--- src/common/cfg_pkg.sv ---
package cfg_pkg;

  // ==========================================================
  // register map, word offsets from paddr[11:2]
  // ==========================================================
  localparam int CFG_OFF_W = 10;

  localparam logic [CFG_OFF_W-1:0] OFF_ID       = 10'd0;   // device id, vendor id
  localparam logic [CFG_OFF_W-1:0] OFF_CMD      = 10'd1;   // status, command
  localparam logic [CFG_OFF_W-1:0] OFF_CLASS    = 10'd2;   // class code, revision
  localparam logic [CFG_OFF_W-1:0] OFF_HDR      = 10'd3;   // bist, hdr type, lat, cache line
  localparam logic [CFG_OFF_W-1:0] OFF_BAR0     = 10'd4;
  localparam logic [CFG_OFF_W-1:0] OFF_BAR1     = 10'd5;
  localparam logic [CFG_OFF_W-1:0] OFF_BAR2     = 10'd6;
  localparam logic [CFG_OFF_W-1:0] OFF_SUBSYS   = 10'd11;
  localparam logic [CFG_OFF_W-1:0] OFF_ROM      = 10'd12;  // no expansion rom, reads 0
  // four words per source: dat, adr, trigger+tid, reserved
  localparam logic [CFG_OFF_W-1:0] OFF_IRQ_BASE = 10'd16;

  // ==========================================================
  // command / status bits
  // ==========================================================
  // io, mem, master, parity resp, serr, int disable
  localparam logic [15:0] CMD_WRITABLE   = 16'h0547;
  localparam logic [15:0] CMD_FORCED_ONE = 16'h0200;  // fast b2b enable
  localparam logic [15:0] CMD_RESET      = 16'h4003;
  // 66MHz, fast b2b capable, medium devsel
  localparam logic [15:0] STAT_FIXED     = 16'h02A0;
  localparam int          CMD_INT_DISABLE = 10;

  // interrupt message payload, 77 bits
  typedef struct packed {
    logic [12:0] tid;
    logic [31:0] adr;
    logic [31:0] dat;
  } irq_msg_t;

  // holdoff timer rests at its max value
  localparam int                   HOLDOFF_W   = 6;
  localparam logic [HOLDOFF_W-1:0] HOLDOFF_MAX = 6'd63;

endpackage

--- src/common/cfg_reg_if.sv ---
`timescale 1ns/1ps

// one decoded register access, ctrl -> bank
interface cfg_reg_if #(
  parameter int IDX_W = 3
);
  logic             sel;    // high in the first access cycle only
  logic             we;
  logic [IDX_W-1:0] idx;    // word index inside the bank
  logic [31:0]      wdata;
  logic [3:0]       strb;   // byte lanes
  logic [31:0]      rdata;  // combinational from the bank

  modport ctrl (output sel, we, idx, wdata, strb, input rdata);
  modport bank (input sel, we, idx, wdata, strb, output rdata);

endinterface

--- src/irq/irq_msg_table.sv ---
`timescale 1ns/1ps

module irq_msg_table import cfg_pkg::*; #(
  parameter int NIRQ = 4
) (
  input  logic                clk_i,
  input  logic                rst_i,
  cfg_reg_if.bank             irq_bus,
  output irq_msg_t [NIRQ-1:0] msg_tab_o,
  output logic [NIRQ-1:0]     sw_req_o,   // software trigger pending
  input  logic [NIRQ-1:0]     sw_clr_i
);

  localparam int SRC_W = (NIRQ > 1) ? $clog2(NIRQ) : 1;

  logic [SRC_W-1:0] src;
  logic [1:0]       word;
  logic             wr;

  assign src  = irq_bus.idx[SRC_W+1:2];
  assign word = irq_bus.idx[1:0];     // 0 dat, 1 adr, 2 tid, 3 reserved
  assign wr   = irq_bus.sel & irq_bus.we;

  always_ff @(posedge clk_i) begin
    if (rst_i) begin
      for (int n = 0; n < NIRQ; n++) begin
        msg_tab_o[n].dat <= 32'd0;
        msg_tab_o[n].adr <= 32'hFFFF_FFFF;
        msg_tab_o[n].tid <= 13'd0;
      end
      sw_req_o <= '0;
    end else begin
      sw_req_o <= sw_req_o & ~sw_clr_i;  // consumed by the trigger
      if (wr) begin
        case (word)
          2'd0: if (&irq_bus.strb) msg_tab_o[src].dat <= irq_bus.wdata;
          2'd1: if (&irq_bus.strb) msg_tab_o[src].adr <= irq_bus.wdata;
          2'd2: begin
            if (&irq_bus.strb[1:0]) msg_tab_o[src].tid <= irq_bus.wdata[12:0];
            if (irq_bus.strb[3] && irq_bus.wdata[31]) sw_req_o[src] <= 1'b1;  // set wins
          end
          default: ;
        endcase
      end
    end
  end

  always_comb begin
    case (word)
      2'd0:    irq_bus.rdata = msg_tab_o[src].dat;
      2'd1:    irq_bus.rdata = msg_tab_o[src].adr;
      2'd2:    irq_bus.rdata = {sw_req_o[src], 18'd0, msg_tab_o[src].tid};
      default: irq_bus.rdata = 32'd0;
    endcase
  end

endmodule

--- src/irq/irq_trigger.sv ---
`timescale 1ns/1ps

module irq_trigger import cfg_pkg::*; #(
  parameter int NIRQ = 4
) (
  input  logic                clk_i,
  input  logic                rst_i,
  input  logic [NIRQ-1:0]     irq_i,          // async hw lines
  input  logic                int_disable_i,
  input  logic [NIRQ-1:0]     sw_req_i,
  input  irq_msg_t [NIRQ-1:0] msg_tab_i,
  output logic [NIRQ-1:0]     sw_clr_o,
  output logic                irq_any_o,
  output logic                push_o,
  output irq_msg_t            msg_o
);

  logic [NIRQ-1:0]      sync1_q, sync2_q;
  logic [NIRQ-1:0]      flag_q;                // ready to send
  logic [NIRQ-1:0]      active, pick_oh;
  logic [HOLDOFF_W-1:0] timer_q [NIRQ];
  int                   pick_idx;

  assign irq_any_o = |sync2_q;
  assign active    = (sync2_q & {NIRQ{~int_disable_i}}) | sw_req_i;
  assign pick_oh   = flag_q & (~flag_q + NIRQ'(1));  // lowest set bit
  assign sw_clr_o  = pick_oh & sw_req_i;

  always_comb begin
    pick_idx = 0;
    for (int n = NIRQ - 1; n >= 0; n--) begin
      if (flag_q[n]) pick_idx = n;
    end
  end

  // ==========================================================
  // sync, holdoff, flag
  // ==========================================================
  always_ff @(posedge clk_i) begin
    if (rst_i) begin
      sync1_q <= '0;
      sync2_q <= '0;
      flag_q  <= '0;
      push_o  <= 1'b0;
      for (int n = 0; n < NIRQ; n++) timer_q[n] <= HOLDOFF_MAX;  // armed
    end else begin
      sync1_q <= irq_i;
      sync2_q <= sync1_q;
      push_o  <= |flag_q;  // one message per cycle
      for (int n = 0; n < NIRQ; n++) begin
        if (pick_oh[n]) begin
          flag_q[n]  <= 1'b0;
          timer_q[n] <= '0;   // restart holdoff
        end else begin
          if (active[n] && timer_q[n] == HOLDOFF_MAX) flag_q[n] <= 1'b1;
          if (timer_q[n] != HOLDOFF_MAX) timer_q[n] <= timer_q[n] + 1'b1;
        end
      end
    end
  end

  always_ff @(posedge clk_i) begin
    if (|flag_q) msg_o <= msg_tab_i[pick_idx];  // descriptor of the winner
  end

endmodule

--- src/rtl/cfg_ctrl.sv ---
`timescale 1ns/1ps

module cfg_ctrl import cfg_pkg::*; #(
  parameter int          NIRQ             = 4,
  parameter logic [15:0] VENDOR_ID        = 16'h0,
  parameter logic [15:0] DEVICE_ID        = 16'h0,
  parameter logic [15:0] SUBSYS_VENDOR_ID = 16'h0,
  parameter logic [15:0] SUBSYS_ID        = 16'h0,
  parameter logic [23:0] CLASS_CODE       = 24'h0,
  parameter logic [7:0]  CACHE_LINE       = 8'd0
) (
  input  logic        clk_i,
  input  logic        rst_i,
  input  logic        psel_i,
  input  logic        penable_i,
  input  logic        pwrite_i,
  input  logic [11:0] paddr_i,
  input  logic [31:0] pwdata_i,
  input  logic [3:0]  pstrb_i,
  output logic [31:0] prdata_o,
  output logic        pready_o,
  output logic        pslverr_o,
  cfg_reg_if.ctrl     hdr_bus,
  cfg_reg_if.ctrl     irq_bus
);

  localparam int SRC_W     = (NIRQ > 1) ? $clog2(NIRQ) : 1;
  localparam int IRQ_IDX_W = SRC_W + 2;
  localparam int IRQ_END   = int'(OFF_IRQ_BASE) + 4 * NIRQ;  // first offset past the table

  typedef enum logic [1:0] {ST_IDLE, ST_ACC1, ST_ACC2} state_e;

  state_e               state_q;
  logic [CFG_OFF_W-1:0] off;
  logic                 hit_hdr, hit_irq, hit_const;
  logic [31:0]          const_word;

  assign off = paddr_i[11:2];  // word offset

  // ==========================================================
  // offset decode, the only one in the block
  // ==========================================================
  always_comb begin
    hit_hdr    = 1'b0;
    hit_irq    = 1'b0;
    hit_const  = 1'b1;
    const_word = 32'd0;
    case (off)
      OFF_ID:     const_word = {DEVICE_ID, VENDOR_ID};
      OFF_CLASS:  const_word = {CLASS_CODE, 8'h00};           // revision 0
      OFF_HDR:    const_word = {8'h00, 8'h00, 8'h00, CACHE_LINE};  // general device
      OFF_SUBSYS: const_word = {SUBSYS_ID, SUBSYS_VENDOR_ID};
      OFF_ROM:    const_word = 32'd0;
      OFF_CMD, OFF_BAR0, OFF_BAR1, OFF_BAR2: begin
        hit_const = 1'b0;
        hit_hdr   = 1'b1;
      end
      default: begin
        hit_const = 1'b0;
        hit_irq   = (off >= OFF_IRQ_BASE) && (int'(off) < IRQ_END);
      end
    endcase
  end

  // bank side, sel only in the first access cycle
  assign hdr_bus.sel   = (state_q == ST_ACC1) && hit_hdr;
  assign hdr_bus.we    = pwrite_i;
  assign hdr_bus.idx   = (off == OFF_CMD) ? 3'd0 : 3'(off - OFF_BAR0 + 1'b1);  // bar n -> n+1
  assign hdr_bus.wdata = pwdata_i;
  assign hdr_bus.strb  = pstrb_i;

  assign irq_bus.sel   = (state_q == ST_ACC1) && hit_irq;
  assign irq_bus.we    = pwrite_i;
  assign irq_bus.idx   = IRQ_IDX_W'(off - OFF_IRQ_BASE);  // src*4 + word
  assign irq_bus.wdata = pwdata_i;
  assign irq_bus.strb  = pstrb_i;

  // setup -> acc1 (data registered, write lands) -> acc2 (pready)
  always_ff @(posedge clk_i) begin
    if (rst_i) begin
      state_q   <= ST_IDLE;
      pready_o  <= 1'b0;
      pslverr_o <= 1'b0;
    end else begin
      pready_o  <= (state_q == ST_ACC1);
      pslverr_o <= (state_q == ST_ACC1) && !(hit_const || hit_hdr || hit_irq);
      case (state_q)
        ST_IDLE: if (psel_i && !penable_i) state_q <= ST_ACC1;  // setup phase seen
        ST_ACC1: state_q <= ST_ACC2;
        default: state_q <= ST_IDLE;
      endcase
    end
  end

  // read data, unmapped offsets fall through to 0
  always_ff @(posedge clk_i) begin
    if (state_q == ST_ACC1 && !pwrite_i) begin
      prdata_o <= hit_hdr ? hdr_bus.rdata :
                  hit_irq ? irq_bus.rdata : const_word;
    end
  end

endmodule

--- src/rtl/cfg_header_regs.sv ---
`timescale 1ns/1ps

module cfg_header_regs import cfg_pkg::*; #(
  parameter logic [31:0] BAR0_RESET = 32'h0,
  parameter logic [31:0] BAR1_RESET = 32'h0,
  parameter logic [31:0] BAR2_RESET = 32'h0,
  parameter logic [31:0] BAR0_MASK  = 32'h0,
  parameter logic [31:0] BAR1_MASK  = 32'h0,
  parameter logic [31:0] BAR2_MASK  = 32'h0
) (
  input  logic        clk_i,
  input  logic        rst_i,
  cfg_reg_if.bank     hdr_bus,
  input  logic        irq_any_i,      // live interrupt status
  input  logic        bus_cyc_i,
  input  logic [31:0] bus_adr_i,
  output logic [2:0]  cs_bar_o,
  output logic        int_disable_o
);

  localparam logic [2:0][31:0] BAR_RST = {BAR2_RESET, BAR1_RESET, BAR0_RESET};
  localparam logic [2:0][31:0] BAR_MSK = {BAR2_MASK, BAR1_MASK, BAR0_MASK};

  logic [15:0] cmd_q;         // writable bits only
  logic [31:0] bar_q [3];
  logic [15:0] cmd_rd, stat_rd;
  logic        wr;

  assign wr = hdr_bus.sel & hdr_bus.we;

  // ==========================================================
  // command register
  // ==========================================================
  always_ff @(posedge clk_i) begin
    if (rst_i) begin
      cmd_q <= CMD_RESET & CMD_WRITABLE;
    end else if (wr && hdr_bus.idx == 3'd0) begin
      if (hdr_bus.strb[0]) cmd_q[7:0]  <= hdr_bus.wdata[7:0] & CMD_WRITABLE[7:0];
      if (hdr_bus.strb[1]) cmd_q[15:8] <= hdr_bus.wdata[15:8] & CMD_WRITABLE[15:8];
      // upper lanes are status, nothing writable there
    end
  end

  assign cmd_rd        = cmd_q | CMD_FORCED_ONE;
  assign stat_rd       = STAT_FIXED | {12'd0, irq_any_i, 3'd0};  // bit 3 = int status
  assign int_disable_o = cmd_q[CMD_INT_DISABLE];

  // ==========================================================
  // base address registers and chip selects
  // ==========================================================
  for (genvar n = 0; n < 3; n++) begin : g_bar
    always_ff @(posedge clk_i) begin
      if (rst_i) begin
        bar_q[n] <= BAR_RST[n];
      end else if (wr && hdr_bus.idx == 3'(n + 1)) begin
        if (&hdr_bus.strb && hdr_bus.wdata == 32'hFFFF_FFFF) begin
          bar_q[n] <= BAR_MSK[n];  // size probe
        end else begin
          for (int b = 0; b < 4; b++) begin
            if (hdr_bus.strb[b]) bar_q[n][8*b +: 8] <= hdr_bus.wdata[8*b +: 8];
          end
        end
      end
    end

    // match only where the mask has ones
    assign cs_bar_o[n] = bus_cyc_i && (((bus_adr_i ^ bar_q[n]) & BAR_MSK[n]) == 32'd0);
  end

  always_comb begin
    case (hdr_bus.idx)
      3'd0:    hdr_bus.rdata = {stat_rd, cmd_rd};
      3'd1:    hdr_bus.rdata = bar_q[0];
      3'd2:    hdr_bus.rdata = bar_q[1];
      3'd3:    hdr_bus.rdata = bar_q[2];
      default: hdr_bus.rdata = 32'd0;
    endcase
  end

endmodule

--- src/rtl/cfg_space_top.sv ---
`timescale 1ns/1ps

module cfg_space_top import cfg_pkg::*; #(
  parameter int          NIRQ             = 4,
  parameter int          FIFO_DEPTH       = 32,
  parameter logic [31:0] BAR0_RESET       = 32'hD000_0000,
  parameter logic [31:0] BAR1_RESET       = 32'hD100_0000,
  parameter logic [31:0] BAR2_RESET       = 32'hD200_0000,
  parameter logic [31:0] BAR0_MASK        = 32'hFFFF_0000,
  parameter logic [31:0] BAR1_MASK        = 32'hFFF0_0000,
  parameter logic [31:0] BAR2_MASK        = 32'hFFFF_F000,
  parameter logic [15:0] VENDOR_ID        = 16'hABCD,
  parameter logic [15:0] DEVICE_ID        = 16'h0031,
  parameter logic [15:0] SUBSYS_VENDOR_ID = 16'hABCD,
  parameter logic [15:0] SUBSYS_ID        = 16'h0001,
  parameter logic [23:0] CLASS_CODE       = 24'h038000,  // display, other
  parameter logic [7:0]  CACHE_LINE       = 8'd8
) (
  input  logic            clk_i,
  input  logic            rst_i,
  // apb slave
  input  logic            psel_i,
  input  logic            penable_i,
  input  logic            pwrite_i,
  input  logic [11:0]     paddr_i,
  input  logic [31:0]     pwdata_i,
  input  logic [3:0]      pstrb_i,
  output logic [31:0]     prdata_o,
  output logic            pready_o,
  output logic            pslverr_o,
  // bar decode
  input  logic            bus_cyc_i,
  input  logic [31:0]     bus_adr_i,
  output logic [2:0]      cs_bar_o,
  // interrupt lines and message stream
  input  logic [NIRQ-1:0] irq_i,
  output logic            msg_valid_o,
  input  logic            msg_ready_i,
  output logic [12:0]     msg_tid_o,
  output logic [31:0]     msg_adr_o,
  output logic [31:0]     msg_dat_o
);

  localparam int SRC_W     = (NIRQ > 1) ? $clog2(NIRQ) : 1;
  localparam int IRQ_IDX_W = SRC_W + 2;  // source, word

  cfg_reg_if                        hdr_bus ();
  cfg_reg_if #(.IDX_W(IRQ_IDX_W))   irq_bus ();

  logic                  int_disable;
  logic                  irq_any;
  irq_msg_t [NIRQ-1:0]   msg_tab;
  logic [NIRQ-1:0]       sw_req;
  logic [NIRQ-1:0]       sw_clr;
  logic                  push;
  irq_msg_t              msg;

  cfg_ctrl #(
    .NIRQ(NIRQ), .VENDOR_ID(VENDOR_ID), .DEVICE_ID(DEVICE_ID),
    .SUBSYS_VENDOR_ID(SUBSYS_VENDOR_ID), .SUBSYS_ID(SUBSYS_ID),
    .CLASS_CODE(CLASS_CODE), .CACHE_LINE(CACHE_LINE)
  ) u_ctrl (
    .clk_i, .rst_i, .psel_i, .penable_i, .pwrite_i, .paddr_i, .pwdata_i, .pstrb_i,
    .prdata_o, .pready_o, .pslverr_o, .hdr_bus(hdr_bus.ctrl), .irq_bus(irq_bus.ctrl)
  );

  cfg_header_regs #(
    .BAR0_RESET(BAR0_RESET), .BAR1_RESET(BAR1_RESET), .BAR2_RESET(BAR2_RESET),
    .BAR0_MASK(BAR0_MASK), .BAR1_MASK(BAR1_MASK), .BAR2_MASK(BAR2_MASK)
  ) u_hdr (
    .clk_i, .rst_i, .hdr_bus(hdr_bus.bank), .irq_any_i(irq_any), .bus_cyc_i,
    .bus_adr_i, .cs_bar_o, .int_disable_o(int_disable)
  );

  irq_msg_table #(.NIRQ(NIRQ)) u_tab (
    .clk_i, .rst_i, .irq_bus(irq_bus.bank), .msg_tab_o(msg_tab), .sw_req_o(sw_req),
    .sw_clr_i(sw_clr)
  );

  irq_trigger #(.NIRQ(NIRQ)) u_trig (
    .clk_i, .rst_i, .irq_i, .int_disable_i(int_disable), .sw_req_i(sw_req),
    .msg_tab_i(msg_tab), .sw_clr_o(sw_clr), .irq_any_o(irq_any), .push_o(push),
    .msg_o(msg)
  );

  msg_fifo #(.FIFO_DEPTH(FIFO_DEPTH)) u_fifo (
    .clk_i, .rst_i, .push_i(push), .msg_i(msg), .msg_valid_o, .msg_ready_i,
    .msg_tid_o, .msg_adr_o, .msg_dat_o
  );

endmodule

--- src/rtl/msg_fifo.sv ---
`timescale 1ns/1ps

module msg_fifo import cfg_pkg::*; #(
  parameter int FIFO_DEPTH = 32
) (
  input  logic        clk_i,
  input  logic        rst_i,
  input  logic        push_i,
  input  irq_msg_t    msg_i,
  output logic        msg_valid_o,
  input  logic        msg_ready_i,
  output logic [12:0] msg_tid_o,
  output logic [31:0] msg_adr_o,
  output logic [31:0] msg_dat_o
);

  localparam int             AW       = (FIFO_DEPTH > 1) ? $clog2(FIFO_DEPTH) : 1;
  localparam logic [AW:0]    CNT_FULL = (AW + 1)'(FIFO_DEPTH);
  localparam logic [AW-1:0]  PTR_LAST = AW'(FIFO_DEPTH - 1);

  irq_msg_t      mem [FIFO_DEPTH];
  logic [AW-1:0] wr_ptr_q, rd_ptr_q;
  logic [AW:0]   cnt_q;
  logic          wr_en, rd_en;

  assign wr_en       = push_i && (cnt_q != CNT_FULL);  // full drops the push
  assign msg_valid_o = (cnt_q != '0);
  assign rd_en       = msg_valid_o && msg_ready_i;

  // fall-through head
  assign msg_tid_o = mem[rd_ptr_q].tid;
  assign msg_adr_o = mem[rd_ptr_q].adr;
  assign msg_dat_o = mem[rd_ptr_q].dat;

  always_ff @(posedge clk_i) begin
    if (wr_en) mem[wr_ptr_q] <= msg_i;
  end

  always_ff @(posedge clk_i) begin
    if (rst_i) begin
      wr_ptr_q <= '0;
      rd_ptr_q <= '0;
      cnt_q    <= '0;
    end else begin
      if (wr_en) wr_ptr_q <= (wr_ptr_q == PTR_LAST) ? '0 : wr_ptr_q + 1'b1;
      if (rd_en) rd_ptr_q <= (rd_ptr_q == PTR_LAST) ? '0 : rd_ptr_q + 1'b1;
      case ({wr_en, rd_en})
        2'b10:   cnt_q <= cnt_q + 1'b1;
        2'b01:   cnt_q <= cnt_q - 1'b1;
        default: ;  // both or neither
      endcase
    end
  end

endmodule

--- config.mk ---
export PLATFORM = sky130hd
export DESIGN_NAME = cfg_space_top
export DESIGN_NICKNAME = d
export VERILOG_FILES = /design/src/common/cfg_pkg.sv /design/src/common/cfg_reg_if.sv /design/src/irq/irq_msg_table.sv /design/src/irq/irq_trigger.sv /design/src/rtl/cfg_ctrl.sv /design/src/rtl/cfg_header_regs.sv /design/src/rtl/cfg_space_top.sv /design/src/rtl/msg_fifo.sv
export SDC_FILE = /design/constraint.sdc
export NUM_CORES = 2
export LEC_CHECK = 0
export ABC_AREA = 0
export BUFFER_PORTS_ARGS = -buffer_cell sky130_fd_sc_hd__buf_4
export CAP_MARGIN = 20
export CELL_PAD_IN_SITES_DETAIL_PLACEMENT = 1
export CELL_PAD_IN_SITES_GLOBAL_PLACEMENT = 1
export CORE_AREA = 2 2 494 496
export CTS_CLUSTER_SIZE = 12
export DETAILED_ROUTE_END_ITERATION = 10
export DIE_AREA = 0 0 496 498
export PLACE_DENSITY_LB_ADDON = 0.2
export RECOVER_POWER = 100
export SYNTH_ARGS = -nofsm -noshare
export SYNTH_HDL_FRONTEND = slang
export SYNTH_SLANG_ARGS = --single-unit
--- constraint.sdc ---
create_clock -name clk_i -period 5.35 [get_ports clk_i]
set_input_delay 0.535 -clock clk_i [delete_from_list [all_inputs] [get_ports clk_i]]
set_output_delay 0.535 -clock clk_i [all_outputs]
set_load 0.01 [all_outputs]
Word level (Yosys, flattened, before mapping)

Memories as Yosys holds them, arrays and structs flattened. A register that Yosys moved wholly into a read port is not among the register bits.
Index checks and enable logic that the tools add are counted.

Input port bits: 91
Memories kept: 3
Register bits after elaboration: 460
RAM bits: 2584
Output and inout bits: 115

Equal/unequal tests: 32
Bitwise operators: 37
Add/subtract/negate cells: 12
Mux-type cells: 154
Magnitude comparators: 5
Reductions and logical operators: 51

Memories:

| name           | words | width | rd ports | clocked after Yosys merged registers in | wr ports | RTL line              | RTL |
|---|---|---|---|---|---|---|---|
| u_fifo.mem     | 32    | 77    | 1        | 1                                       | 1        | msg_fifo.sv:21        | `irq_msg_t mem [FIFO_DEPTH];` |
| u_hdr.bar_q    | 3     | 32    | 3        | 0                                       | 3        | cfg_header_regs.sv:25 | `logic [31:0] bar_q [3];` |
| u_trig.timer_q | 4     | 6     | 4        | 0                                       | 4        | irq_trigger.sv:21     | `logic [HOLDOFF_W-1:0] timer_q [NIRQ];` |

Operators with widths:

| operator                                                               | number |
|---|---|
| 308-bit bitwise mux                                                    | 3 |
| 308-bit 2-to-1 mux                                                     | 3 |
| 308-bit one-hot mux with 3 select lines                                | 1 |
| 77-bit demux with 2-bit select                                         | 3 |
| 77-bit binary-select mux with 2-bit select                             | 2 |
| 77-bit 2-to-1 mux                                                      | 4 |
| 32-bit 2-to-1 mux                                                      | 6 |
| 32-bit one-hot mux with 4 select lines                                 | 1 |
| 26-bit one-hot mux with 4 select lines                                 | 1 |
| 32-bit logical NOT                                                     | 3 |
| 8-bit 2-to-1 mux                                                       | 12 |
| 32-bit one-hot mux with 3 select lines                                 | 1 |
| 32-bit XOR                                                             | 3 |
| 1-bit 2-to-1 mux                                                       | 91 |
| 64-bit 2-to-1 mux                                                      | 1 |
| 6-bit 2-to-1 mux                                                       | 8 |
| 32-bit equality test, second input constant                            | 1 |
| 6-bit by 1-bit adder with 6-bit output, second input constant          | 5 |
| 10-bit by 3-bit equality test with 1-bit output, second input constant | 3 |
| 6-bit inequality test, second input constant                           | 5 |
| 6-bit equality test, second input constant                             | 4 |
| 1-bit OR                                                               | 23 |
| 1-bit logical AND                                                      | 22 |
| 10-bit by 2-bit equality test with 1-bit output, second input constant | 2 |
| 47 further kinds                                                       | 83 |

Depth between registers and ports, before layout

Depth in word-level cells: 11
Depth in mapped cells: 12
Gate-level depth less buffers: 11

By module

From an unflattened synthesis, not the netlist that was laid out.

Cells, all modules: 6415
Area total of the unflattened synthesis: 120992.3 µm²

By module, submodules not included:

| module          | seq. area each (µm²) | cells each | times used | area an instance (µm²) |
|---|---|---|---|---|
| msg_fifo        | 74411.4              | 4326       | 1          | 94269.2 |
| irq_msg_table   | 6246.0               | 1053       | 1          | 12806.0 |
| irq_trigger     | 3293.2               | 350        | 1          | 6034.5 |
| cfg_header_regs | 3002.9               | 471        | 1          | 5532.8 |
| cfg_ctrl        | 1041.0               | 215        | 1          | 2349.8 |

Worst setup path after synthesis

No wires, ideal clock.

Path kind: register to register
Start point: register u_fifo.cnt_q[0]
End point: memory u_fifo.mem[29][0] in the netlist's numbering (enable)
Required time: 4.837 ns
Library setup time: 0.513 ns
Cell stages (with the launch flop): 6
Slack: 0.135 ns
Arrival: 4.702 ns
Path through: dfxtp_1 > clkbuf_1 > nor2_1 > a31oi_1 > nand2_1 > nor2_1

Word-level cells in the longest chain between the ends: 4

Ends and longest elaborated chain:

| item                                   | RTL line       | RTL |
|---|---|---|
| from (decl)                            | msg_fifo.sv:23 | `logic [AW:0] cnt_q;` |
| from (signal assigned)                 | msg_fifo.sv:48 | `2'b10: cnt_q <= cnt_q + 1'b1;` |
| from (signal assigned)                 | msg_fifo.sv:49 | `2'b01: cnt_q <= cnt_q - 1'b1;` |
| 6-bit inequality test                  | msg_fifo.sv:26 | `assign wr_en = push_i && (cnt_q != CNT_FULL);` |
| 1-bit logical AND                      | msg_fifo.sv:26 |  |
| 1-bit 2-to-1 mux                       | msg_fifo.sv:36 | `if (wr_en) mem[wr_ptr_q] <= msg_i;` |
| 1-bit 2-to-1 mux (not written as such) | msg_fifo.sv:36 |  |
| to (decl)                              | msg_fifo.sv:21 |  |

Every way passes these cells.

Final worst setup path

Start point: register u_fifo.cnt_q[1]
End point: memory u_fifo.mem[16][7] in the netlist's numbering (enable)

The elaborated chain is that of the path after synthesis.

==> metrics.md <==
| Metric | Value |
|---|---|
| Initial antenna violation count | 19 |
| Data required, critical path | just under 6 ns |
| Area Growth Syn to Fin | 12.40% |
| Reg clk slew, reported paths | approximately 0.06 ns |
| Static Leak | a little over 40 nW |
| FMAX | ~0.19 GHz |
| HPWL after DPL | a little under 200 mm |
| Switching Power | approximately 0.012 W |
| Crit end category | flop |
| Area of the core | 0.2419 mm2 |
| RePlAce Congestion | around 0.86 |
| Final Max Tran Viols | around 1400 |
| Number of synthesized flops with an enable pin | between 2000 and 3000 |
| Hold Fails Final Rpt | 0 |
| Worst-Skew Late Latency | between 0.9 and 1 ns |
| Violated checks | max-capacitance violations, max-slew violations |
| Pwr Density | 385.7 mW/mm2 |
| Setup WS pre-CTS | between 1 and 1.5 ns |
| Crit share post-route | about 96% |
| DR WL/cell | 35.35 um |
| Post-synth cell types | 68 |
| Cell area after synthesis | 0.1203 mm2 |
| Top_reg_cell synth | edfxtp_1 |
| Average size of a mapped cell | about 20 um2 |
| Root buf cell | clkbuf_16 |
| Max transition margin | -126.6% |
| Gate power share | under 10% |
| Vias | 64860 |
| Total track usage | 28.11% |
| Area of the multi-input gates | around 0.031 mm2 |
| Worst slew pin tran | ~3.4 ns |
| IO Port Bufs | around 190 |
| Commonest non-fill, non-tap cells in the layout | edfxtp_1, mux4_2, dfxtp_1, clkbuf_16, nor2_1 |
| Pin count of the biggest net entering global routing | around 150 |
| Mapped Cells | between 6000 and 7000 |
| CP startpoint kind | flop |
| Postcts setup bufs | 0 |
| Sequential cell area fraction in the yosys report | about three quarters |
| HP Class | primary input to flop |
| Pre-Repair DR Iteration Count | 6 |
| FP Rows | approximately 180 |
| Asr flop ratio synth | 0% |
| Worst Path Arrival | 5.69 ns |
| Outcome | finished, violations left |
| Register share of total power | approximately 52% |
| Global-route wire length before repair | a little under 500 mm |
| Routed WL | around 350 mm |
| Clk sinks | about 3000 |
| Final ANT Viol Nets | 0 |
| Die area | approximately 0.25 mm2 |
| Starting Density | ~50% |
| CTS H-tree lvls | 5 |
| CTS Buffer Depth | 4 |
| Final Core Density | between 50% and 60% |
| #FFs+latches synth | between 3000 and 4000 |
| CTS tree | done |
| RSZ-0062 raised after global routing | no |
| WS Path Type | flop to flop |
| Grt ovf | 0 |
| Die W | ~500 um |
| Commonest non-fill, non-tap cell in the layout | edfxtp_1 |
| Crit-path max FO | 36 |
| Setup TNS | 0 ns |
| Skew final | 0.06016 ns |
| FF/Latch Area | 0.08801 mm2 |
| Nets | around 6500 |
| Setup ws final | around 0.22 ns |
| Proportion of netlist area held by the largest area contributor | roughly two thirds |
| Switching Fraction | between 20 and 25% |
| Drt first-iter violations | between 7000 and 8000 |
| Vias in the first global route | about 68000 |
| Area leader, netlist | edfxtp_1 |
| Share of cells above drive strength 1 | between 20% and 30% |
| Syn Nets | 6189 |
| Inst Count DP | slightly above 9000 |
| Post-CTS sizing | 0 |
| Cell-internal power | 0.04030 W |
| Top cells by area, synth | edfxtp_1, mux4_2, dfxtp_1, mux2i_1, a22oi_1 |
| # setup viols final | 0 |
| MaxCap Viol Count | 45 |
| Number of remaining DRC errors | 0 |
| Max VDD drop | between 0.2 and 0.3 mV |
| FILL cells | approximately 21000 |
| Die Height | roughly 500 um |
| Min Tclk post-route | roughly 5.1 ns |
| Clock power frac | roughly 40% |
| Ys Warns | 0 |
| CTS buffer count | 328 |
| Via-to-Cell Ratio | ~6.6 |
| I/O pins | 206 |
| Cell Count, Final, Fillers Out | slightly below 10000 |
synth_stat cells (24+ instances only):
master and count:
and3_1 48, o21a_1 61, nor2b_1 60, o21ai_0 47
xor2_1 24, a221o_1 148, clkbuf_1 244, dfxtp_1 356
a22o_1 68, nand2_1 132, a21oi_1 75, a221oi_1 27
nor2_1 283, xnor2_1 42, buf_1 59, a21o_1 26
nand3_1 34, mux2_2 41, edfxtp_1 2693, a22oi_1 198
buf_2 104, o22ai_1 29, and2_1 46, mux4_2 785
mux2i_1 187
path summary, 6_finish.rpt:
path                startpoint                end  slack, ns  cells after the start
max            u_fifo.cnt_q[1]  u_fifo.mem[16][7]       0.22                      5
min                pwdata_i[3]               flop        0.1                      2
max reg2reg    u_fifo.cnt_q[1]  u_fifo.mem[16][7]       0.22                      5
min reg2reg  u_trig.sync1_q[1]  u_trig.sync2_q[1]       0.43                      1
per-stage QoR:
step | instance area (um2) | power, W | hold WS, ns
5_1_grt | 135200 | 0.05367 | 0.06733
3_5_place_dp | 126800 | 0.03209 | 0.4359
6_report | 135200 | 0.05216 | 0.09680
4_1_cts | 136600 | 0.05261 | 0.02518
3_3_place_gp | 126800 | 0.03196 | 0.4318
2_1_floorplan | 120300 | 0.03043 | 0.4138
worst max-delay path: stages, from the launching register on:
cell and delay [ns]:
dfxtp_1 0.48, nor3_1 0.14, a31oi_1 0.72, nand2_1 0.52
nor2_1 2.11, buf_6 0.70
power by group through the flow:
stage / clock network, W / logic (W) / registers [W]
after global routing: 0.0218 / 0.00477 / 0.0271
after CTS: 0.0210 / 0.00462 / 0.0270
after floorplan: 0 / 0.00322 / 0.0272
after detailed placement: 0 / 0.00458 / 0.0275
final: 0.0207 / 0.00445 / 0.0270
after global placement: 0 / 0.00452 / 0.0274
area by class of cell:
class                      count  share of cell area, %
tap                         3202                  2.962
inverter                      18                0.05366
clock inverter                79                 0.3876
multi-input combinational   2598                  22.60
clock buffer                 440                  6.609
timing repair buffer         432                  2.292
antenna                       10                0.01850
sequential                  3049                  65.07
repair_timing:
action	CTS	global route
hold buffers	37	0
hold endpoints to repair	186	0
setup endpoints to repair	0	0
logic make-up after synthesis:
kind of cell / count (synthesis) / synth area share (%)
AO/OA/AOI/OAI: 771 / 5.044
adder cells (fa/ha/maj): 19 / 0.1976
multiplexers: 1013 / 16.63
XOR/XNOR: 66 / 0.4804
flip-flops: 3049 / 73.13
AND/OR/NAND/NOR: 729 / 3.031
buffers and inverters: 432 / 1.486
metal layers:
metal | global-route usage, % | routed length, um | vias up
met5 | 0 | 29 | -
met4 | 8.147 | 9863 | 6
met3 | 4.819 | 27250 | 509
met2 | 44.78 | 168400 | 3131
met1 | 40.15 | 142000 | 35220
li1 | - | - | 25990
Power figures use the tool's default switching activity.
